File: config.mk
export PLATFORM = sky130hd
export DESIGN_NAME = rvc_expander
export DESIGN_NICKNAME = d
export VERILOG_FILES = /design/src/verilog/rvc_pkg.sv /design/src/verilog/rvc_expander.sv /design/src/verilog/rvc_quadrant0.sv /design/src/verilog/rvc_quadrant1.sv /design/src/verilog/rvc_quadrant2.sv
export SDC_FILE = /design/constraint.sdc
export NUM_CORES = 1
export LEC_CHECK = 0
export BUFFER_PORTS_ARGS = -buffer_cell sky130_fd_sc_hd__buf_2
export CAP_MARGIN = 20
export CORE_ASPECT_RATIO = 0.8
export CORE_UTILIZATION = 50
export CTS_BUF_LIST = sky130_fd_sc_hd__clkbuf_16
export CTS_CLUSTER_DIAMETER = 50
export CTS_CLUSTER_SIZE = 8
export DETAILED_ROUTE_END_ITERATION = 10
export GPL_TIMING_DRIVEN = 0
export PLACE_DENSITY = 0.73
export SETUP_SLACK_MARGIN = 0.1
export SYNTH_ARGS = -nofsm -noshare
export SYNTH_HDL_FRONTEND = slang
export SYNTH_HIERARCHICAL = 1
export SYNTH_SLANG_ARGS = --single-unit
File: constraint.sdc
create_clock -name clk_i -period 2.3 [get_ports clk_i]
set_input_delay 0.575 -clock clk_i [delete_from_list [all_inputs] [get_ports clk_i]]
set_output_delay 0.575 -clock clk_i [all_outputs]
set_load 0.005 [all_outputs]
File: src/verilog/rvc_pkg.sv
/* shared constants and types for the RV32C expander.
   quadrant modules and the top level refer to these by scoped name */

package rvc_pkg;

  // ----------------------------------------
  // 32-bit major opcodes
  // ----------------------------------------
  localparam logic [6:0] OPC_OP_IMM = 7'b0010011;
  localparam logic [6:0] OPC_OP     = 7'b0110011;
  localparam logic [6:0] OPC_LUI    = 7'b0110111;
  localparam logic [6:0] OPC_LOAD   = 7'b0000011;
  localparam logic [6:0] OPC_STORE  = 7'b0100011;
  localparam logic [6:0] OPC_BRANCH = 7'b1100011;
  localparam logic [6:0] OPC_JAL    = 7'b1101111;
  localparam logic [6:0] OPC_JALR   = 7'b1100111;

  // low two bits of a compressed word, 2'b11 means a full-width word
  localparam logic [1:0] QUAD_C0 = 2'b00;
  localparam logic [1:0] QUAD_C1 = 2'b01;
  localparam logic [1:0] QUAD_C2 = 2'b10;

  // ----------------------------------------
  // compressed funct3 codes, bits 15:13
  // ----------------------------------------
  localparam logic [2:0] C0_ADDI4SPN = 3'b000;
  localparam logic [2:0] C0_LW       = 3'b010;
  localparam logic [2:0] C0_SW       = 3'b110;

  localparam logic [2:0] C1_ADDI         = 3'b000;
  localparam logic [2:0] C1_JAL          = 3'b001;
  localparam logic [2:0] C1_LI           = 3'b010;
  localparam logic [2:0] C1_LUI_ADDI16SP = 3'b011;
  localparam logic [2:0] C1_MISC_ALU     = 3'b100;
  localparam logic [2:0] C1_J            = 3'b101;
  localparam logic [2:0] C1_BEQZ         = 3'b110;
  localparam logic [2:0] C1_BNEZ         = 3'b111;

  localparam logic [2:0] C2_SLLI      = 3'b000;
  localparam logic [2:0] C2_LWSP      = 3'b010;
  localparam logic [2:0] C2_JR_MV_ADD = 3'b100;
  localparam logic [2:0] C2_SWSP      = 3'b110;

  // architectural registers with a fixed role in the expansions
  localparam logic [4:0] REG_ZERO = 5'd0;
  localparam logic [4:0] REG_RA   = 5'd1;
  localparam logic [4:0] REG_SP   = 5'd2;

  localparam logic [31:0] EBREAK_WORD = 32'h0010_0073;

  // ----------------------------------------
  // types
  // ----------------------------------------
  typedef logic [15:0] rvc_half_t;

  // per-quadrant expansion result
  typedef struct packed {
    logic [31:0] instr;
    logic        illegal;
  } expand_t;

  // registered result of the top level
  typedef struct packed {
    logic [31:0] instr;
    logic        illegal;
    logic        compressed;
  } rvc_result_t;

endpackage

File: src/verilog/rvc_expander.sv
/* RV32C expander top level. one word per cycle in on valid_i,
   expanded result registered and presented one cycle later */

`timescale 1ns/100ps

module rvc_expander (
  input  logic                 clk_i,
  input  logic                 arst_n_i,
  input  logic                 valid_i,
  input  logic [31:0]          instr_i,
  output logic                 valid_o,
  output rvc_pkg::rvc_result_t result_o
);

  rvc_pkg::rvc_half_t   half;
  rvc_pkg::expand_t     exp_q0;
  rvc_pkg::expand_t     exp_q1;
  rvc_pkg::expand_t     exp_q2;
  rvc_pkg::expand_t     exp_sel;
  rvc_pkg::rvc_result_t result_d;

  assign half = instr_i[15:0];

  // ----------------------------------------
  // quadrant decoders, all in parallel
  // ----------------------------------------
  rvc_quadrant0 u_quad0 (.half_i(half), .exp_o(exp_q0));
  rvc_quadrant1 u_quad1 (.half_i(half), .exp_o(exp_q1));
  rvc_quadrant2 u_quad2 (.half_i(half), .exp_o(exp_q2));

  // quadrant select, 2'b11 is a full-width word and goes through untouched
  always_comb begin
    case (instr_i[1:0])
      rvc_pkg::QUAD_C0: exp_sel = exp_q0;
      rvc_pkg::QUAD_C1: exp_sel = exp_q1;
      rvc_pkg::QUAD_C2: exp_sel = exp_q2;
      default: begin
        exp_sel.instr   = instr_i;
        exp_sel.illegal = 1'b0;
      end
    endcase
  end

  // illegal words are handed on as fetched
  assign result_d.instr      = exp_sel.illegal ? instr_i : exp_sel.instr;
  assign result_d.illegal    = exp_sel.illegal;
  assign result_d.compressed = (instr_i[1:0] != 2'b11);

  // ----------------------------------------
  // output stage
  // ----------------------------------------
  always_ff @(posedge clk_i or negedge arst_n_i) begin
    if (!arst_n_i) begin
      valid_o  <= 1'b0;
      result_o <= '0;
    end else begin
      valid_o <= valid_i;
      // result holds over idle cycles
      if (valid_i) begin
        result_o <= result_d;
      end
    end
  end

endmodule

File: src/verilog/rvc_quadrant0.sv
/* quadrant 0 expansion: c.addi4spn, c.lw and c.sw, combinational.
   all other funct3 codes of this quadrant report illegal */

`timescale 1ns/100ps

module rvc_quadrant0 (
  input  rvc_pkg::rvc_half_t half_i,
  output rvc_pkg::expand_t   exp_o
);

  logic [2:0] funct3;
  // rd'/rs2' and rs1' widened to x8..x15
  logic [4:0] reg_p_lo;
  logic [4:0] reg_p_hi;

  assign funct3   = half_i[15:13];
  assign reg_p_lo = {2'b01, half_i[4:2]};
  assign reg_p_hi = {2'b01, half_i[9:7]};

  always_comb begin
    exp_o.instr   = '0;
    exp_o.illegal = 1'b0;

    case (funct3)
      rvc_pkg::C0_ADDI4SPN: begin
        // addi rd', sp, nzuimm[9:2]
        exp_o.instr = {2'b00, half_i[10:7], half_i[12:11], half_i[5], half_i[6], 2'b00,
                       rvc_pkg::REG_SP, 3'b000, reg_p_lo, rvc_pkg::OPC_OP_IMM};
        // zero immediate is the reserved all-zero encoding
        exp_o.illegal = (half_i[12:5] == 8'h00);
      end

      rvc_pkg::C0_LW: begin
        // lw rd', uimm[6:2](rs1')
        exp_o.instr = {5'b00000, half_i[5], half_i[12:10], half_i[6], 2'b00,
                       reg_p_hi, 3'b010, reg_p_lo, rvc_pkg::OPC_LOAD};
      end

      rvc_pkg::C0_SW: begin
        // sw rs2', uimm[6:2](rs1')
        exp_o.instr = {5'b00000, half_i[5], half_i[12], reg_p_lo, reg_p_hi, 3'b010,
                       half_i[11:10], half_i[6], 2'b00, rvc_pkg::OPC_STORE};
      end

      // fld/flw/fsd/fsw, Zcb slot and reserved
      default: begin
        exp_o.illegal = 1'b1;
      end
    endcase
  end

endmodule

File: src/verilog/rvc_quadrant1.sv
/* quadrant 1 expansion: immediates, misc ALU, jumps and branches.
   purely combinational, the top level picks the result by quadrant */

`timescale 1ns/100ps

module rvc_quadrant1 (
  input  rvc_pkg::rvc_half_t half_i,
  output rvc_pkg::expand_t   exp_o
);

  logic [2:0]  funct3;
  logic [4:0]  rd;
  logic [4:0]  rd_p;
  logic [4:0]  rs2_p;
  // sign-extended 6-bit CI immediate
  logic [11:0] imm_ci;
  // addi16sp immediate, already in units of bytes
  logic [11:0] imm_16sp;
  // jal imm[20|10:1|11|19:12] as laid out in the 32-bit word
  logic [19:0] j_field;
  // branch imm[12|10:5] and imm[4:1|11]
  logic [6:0]  b_hi;
  logic [4:0]  b_lo;
  logic [6:0]  alu_funct7;
  logic [2:0]  alu_funct3;

  assign funct3 = half_i[15:13];
  assign rd     = half_i[11:7];
  assign rd_p   = {2'b01, half_i[9:7]};
  assign rs2_p  = {2'b01, half_i[4:2]};

  assign imm_ci   = {{6{half_i[12]}}, half_i[12], half_i[6:2]};
  assign imm_16sp = {{3{half_i[12]}}, half_i[4:3], half_i[5], half_i[2], half_i[6], 4'b0000};

  // offset scramble of the CJ format
  assign j_field = {half_i[12], half_i[8], half_i[10:9], half_i[6], half_i[7], half_i[2],
                    half_i[11], half_i[5:3], {9{half_i[12]}}};

  // offset scramble of the CB format
  assign b_hi = {{4{half_i[12]}}, half_i[6:5], half_i[2]};
  assign b_lo = {half_i[11:10], half_i[4:3], half_i[12]};

  // register-register group of misc ALU, selected by bits 6:5
  always_comb begin
    case (half_i[6:5])
      2'b00: begin
        alu_funct7 = 7'b0100000;
        alu_funct3 = 3'b000;
      end
      2'b01: begin
        alu_funct7 = 7'b0000000;
        alu_funct3 = 3'b100;
      end
      2'b10: begin
        alu_funct7 = 7'b0000000;
        alu_funct3 = 3'b110;
      end
      default: begin
        alu_funct7 = 7'b0000000;
        alu_funct3 = 3'b111;
      end
    endcase
  end

  always_comb begin
    exp_o.instr   = '0;
    exp_o.illegal = 1'b0;

    case (funct3)
      rvc_pkg::C1_ADDI: begin
        // c.nop is the rd = 0 case and needs no special path
        exp_o.instr = {imm_ci, rd, 3'b000, rd, rvc_pkg::OPC_OP_IMM};
      end

      rvc_pkg::C1_JAL: begin
        exp_o.instr = {j_field, rvc_pkg::REG_RA, rvc_pkg::OPC_JAL};
      end

      rvc_pkg::C1_LI: begin
        exp_o.instr = {imm_ci, rvc_pkg::REG_ZERO, 3'b000, rd, rvc_pkg::OPC_OP_IMM};
      end

      rvc_pkg::C1_LUI_ADDI16SP: begin
        if (rd == rvc_pkg::REG_SP) begin
          exp_o.instr = {imm_16sp, rvc_pkg::REG_SP, 3'b000, rvc_pkg::REG_SP,
                         rvc_pkg::OPC_OP_IMM};
        end else begin
          exp_o.instr = {{15{half_i[12]}}, half_i[6:2], rd, rvc_pkg::OPC_LUI};
        end
        exp_o.illegal = ({half_i[12], half_i[6:2]} == 6'b000000);
      end

      rvc_pkg::C1_MISC_ALU: begin
        case (half_i[11:10])
          2'b00, 2'b01: begin
            // srli / srai, bit 10 picks the arithmetic form
            exp_o.instr = {1'b0, half_i[10], 4'b0000, half_i[12], half_i[6:2], rd_p,
                           3'b101, rd_p, rvc_pkg::OPC_OP_IMM};
          end
          2'b10: begin
            exp_o.instr = {imm_ci, rd_p, 3'b111, rd_p, rvc_pkg::OPC_OP_IMM};
          end
          default: begin
            exp_o.instr   = {alu_funct7, rs2_p, rd_p, alu_funct3, rd_p, rvc_pkg::OPC_OP};
            // subw/addw and the Zcb ops live here
            exp_o.illegal = half_i[12];
          end
        endcase
      end

      rvc_pkg::C1_J: begin
        exp_o.instr = {j_field, rvc_pkg::REG_ZERO, rvc_pkg::OPC_JAL};
      end

      // beqz and bnez differ only in funct3 bit 0
      default: begin
        exp_o.instr = {b_hi, rvc_pkg::REG_ZERO, rd_p, 2'b00, funct3 == rvc_pkg::C1_BNEZ,
                       b_lo, rvc_pkg::OPC_BRANCH};
      end
    endcase
  end

endmodule

File: src/verilog/rvc_quadrant2.sv
/* quadrant 2 expansion: slli, sp-relative load and store, and the
   jr/mv/ebreak/jalr/add group, combinational */

`timescale 1ns/100ps

module rvc_quadrant2 (
  input  rvc_pkg::rvc_half_t half_i,
  output rvc_pkg::expand_t   exp_o
);

  logic [2:0] funct3;
  logic [4:0] rs1;
  logic [4:0] rs2;
  logic       rs1_zero;
  logic       rs2_zero;

  // rd and rs1 share bits 11:7 in the CR and CI formats
  assign funct3   = half_i[15:13];
  assign rs1      = half_i[11:7];
  assign rs2      = half_i[6:2];
  assign rs1_zero = (rs1 == rvc_pkg::REG_ZERO);
  assign rs2_zero = (rs2 == rvc_pkg::REG_ZERO);

  always_comb begin
    exp_o.instr   = '0;
    exp_o.illegal = 1'b0;

    case (funct3)
      rvc_pkg::C2_SLLI: begin
        exp_o.instr = {6'b000000, half_i[12], rs2, rs1, 3'b001, rs1, rvc_pkg::OPC_OP_IMM};
      end

      rvc_pkg::C2_LWSP: begin
        // lw rd, uimm[7:2](sp)
        exp_o.instr   = {4'b0000, half_i[3:2], half_i[12], half_i[6:4], 2'b00,
                         rvc_pkg::REG_SP, 3'b010, rs1, rvc_pkg::OPC_LOAD};
        exp_o.illegal = rs1_zero;
      end

      rvc_pkg::C2_JR_MV_ADD: begin
        if (!half_i[12]) begin
          if (rs2_zero) begin
            // c.jr, rs1 = 0 is reserved
            exp_o.instr   = {12'h000, rs1, 3'b000, rvc_pkg::REG_ZERO, rvc_pkg::OPC_JALR};
            exp_o.illegal = rs1_zero;
          end else begin
            // c.mv
            exp_o.instr = {7'b0000000, rs2, rvc_pkg::REG_ZERO, 3'b000, rs1, rvc_pkg::OPC_OP};
          end
        end else if (rs2_zero && rs1_zero) begin
          exp_o.instr = rvc_pkg::EBREAK_WORD;
        end else if (rs2_zero) begin
          // c.jalr links through ra
          exp_o.instr = {12'h000, rs1, 3'b000, rvc_pkg::REG_RA, rvc_pkg::OPC_JALR};
        end else begin
          exp_o.instr = {7'b0000000, rs2, rs1, 3'b000, rs1, rvc_pkg::OPC_OP};
        end
      end

      rvc_pkg::C2_SWSP: begin
        // sw rs2, uimm[7:2](sp)
        exp_o.instr = {4'b0000, half_i[8:7], half_i[12], rs2, rvc_pkg::REG_SP, 3'b010,
                       half_i[11:9], 2'b00, rvc_pkg::OPC_STORE};
      end

      // fldsp/flwsp/fsdsp/fswsp
      default: begin
        exp_o.illegal = 1'b1;
      end
    endcase
  end

endmodule
==> impl_metrics.toml <==
[sta]
fin_skew_ns = 0
setup_slack_ns = -0.149
slew_violations = 0
hold_viol = 0
setup_violations = 30
min_period_ns = 2.45
worstMarginPinSlew_ns = 0.807
rsz0062_at_grt = "yes"
finalCritPeriodShare_pct = 106
slew_headroom_pct = 46.2
tns_ns = -2.72
fmax_mhz = 408

[clocking]
htreeDepth = 2
clk_latency_ns = 0.28
cts-root-buf = "clkbuf_16"
cts_sinks = 35
clockBufferDepth = 2
cts_tree = "built"
path_clk_slew_ns = 0.06
cts_inserted_buffers = 5

[outcome]
violations = "negative setup slack"
outcome = "finished, violations left"

[routing]
first_pass_iters = 6
viasPerCell = 6.27
drt_wl_total_mm = 13.4
wl_per_cell_um = 20.7
num_vias = 4070
drtIter0Drc = 361
ant_nets = 0
drc_errors = 0

[critical_path]
ff2ff_path_depth = 1
reg2reg_to = "result_o[15]"
endpoint_kind = "register"
path_max_fanout = 5
timing.rr.start = "result_o[15]"
required_ns = 2.47
reg2reg_slack_ns = 1.44
path_class = "primary input to register"
cp-start-kind = "primary input"
cp.arrival_ns = 2.62

[finish]
layout-drive-gt1-share_pct = 30.1
multiInputGateArea_um2 = 2520
final_cell_mix = "buf_2, nand2_1, o21ai_0, buf_4, a221o_1"
final_common_cell = "buf_2"
layout.nets = 596
nFillCells = 597
diodes = 0
ff_latch_area_um2 = 876
final_core_util_pct = 66.7
areaGrowthSynthToFinish_pct = 27.8

[logic_synthesis]
yosys.cell_types.count = 54
synth_area_um2 = 3620
yosys_warnings = 6
yosysSeqAreaShare_pct = 24.2
synth-seq-cells = 35
netlist_instances = 459
synthArstFlopShare_pct = 100
avgSynthCellArea_um2 = 7.88
synth_edf_count = 0
synth_ff_type = "dfrtp_1"

[floorplan]
die_y_um = 78.1
pin_count = 70
core_um2 = 6930
dieWidth_um = 97.1
dieArea_um2 = 7580
rows = 27
initial_utilization_pct = 52.2

[global_route]
grt_use_met2_pct = 53.3
grt_first_pass_wirelength_mm = 20.6
grt_pass1_vias = 3783
top_usage_layer = "met2"
grt_max_degree = 36
met1_usage_pct = 49.0
grt_antenna_before_repair = 1
grt-ovfl-total = 0
grt_use_total_pct = 34.8
grt_use_met3_pct = 7.48

[place]
gp_congestion = 0.960
hpwl_mm = 9.01
port_buffers = 68

[power_and_ir_drop]
vdd_drop_max_uv = 273
powerDensity_nw_per_um2 = 500
p_leak_uw = 0.00221

[run]
maxCapViolations = 0

[hold_path]
hold_path.class = "primary input to asynchronous set/reset pin"
==> where the power goes <==
| group | switching, uW | internal, uW |
|---|---|---|
| clock | 288 | 512 |
| combinational | 424 | 354 |
| sequential | 39.3 | 693 |
| total | 751 | 1560 |
==> metal layers <==
| metal | wire, um | share of wire, % |
|---|---|---|
| met1 | 5870 | 44 |
| met4 | 344 | 2.6 |
| met2 | 5860 | 44 |
| met5 | 13 | 0.097 |
| met3 | 1320 | 9.9 |
==> cell families after synthesis <==
| group | after synthesis | synth area share [%] |
|---|---|---|
| flops | 35 | 24.2 |
| compound gates | 142 | 27.9 |
| mux | 38 | 10.7 |
| other cells | 3 | 0.311 |
| buf+inv | 68 | 10.2 |
| simple gates | 173 | 26.7 |
==> state kept, by name, summed over array words and instances, names as in the netlist <==
name / flops
result_o: 34
valid_o: 1
==> timing repair <==
action,CTS,global route
setup endpoints to repair,33,30
hold buffers,0,0
pin swaps,7,9
gates resized for setup,44,19
setup buffers,11,1
cloned,1,1
==> cells in the mapped netlist (10+ instances only) <==
master,n,share of area [%]
nand2_1,56,5.8
o21ai_0,51,7.1
and2_1,41,7.1
a221o_1,39,11
dfrtp_1,35,24
mux2i_1,34,9.4
buf_4,25,5.2
a21oi_1,22,3.0
nor2_1,18,1.9
clkbuf_1,17,1.8
inv_1,13,1.3
buf_2,10,1.4
==> how the worst max path moves through the flow <==
stage	from	end	slack (ns)	cells after the start
after CTS	instr_i[2]	result_o[26]	-0.08	9
after global placement	instr_i[15]	result_o[11]	-1.16	9
after detailed placement	instr_i[15]	result_o[13]	-1.10	9
final	instr_i[2]	result_o[26]	-0.15	9
after global routing	instr_i[2]	result_o[26]	-0.17	9
after floorplan	instr_i[6]	result_o[26]	-0.19	8
==> area by class of cell <==
cell class                      count  share of cell area (%)
Multi-Input combinational cell    369                    54.5
Sequential cell                    35                    18.9
Timing Repair Buffer               82                    11.0
Buffer                             54                    8.39
Clock buffer                        5                    2.71
Tap cell                           87                    2.36
Inverter                           14                    1.14
Clock inverter                      3                   0.947
==> critical path, stage by stage <==
cell	delay [ns]
buf_12	0.10
or4_4	0.55
nor3_4	0.19
a221o_1	0.29
mux2i_4	0.12
a22o_4	0.26
buf_6	0.14
a21boi_4	0.13
a221o_1	0.26
==> stage by stage <==
stage	hold slack (ns)	total power [uW]	setup slack [ns]	area (um2)	instances
2_1_floorplan	0.279	1150	-0.187	3680	472
3_3_place_gp	0.471	1410	-1.16	4130	627
3_5_place_dp	0.483	1420	-1.10	4130	627
4_1_cts	0.407	2270	-0.0780	4540	647
5_1_grt	0.410	2390	-0.170	4620	649
6_report	0.381	2310	-0.149	4620	649
Note: power is estimated with default switching activity, not from simulation.
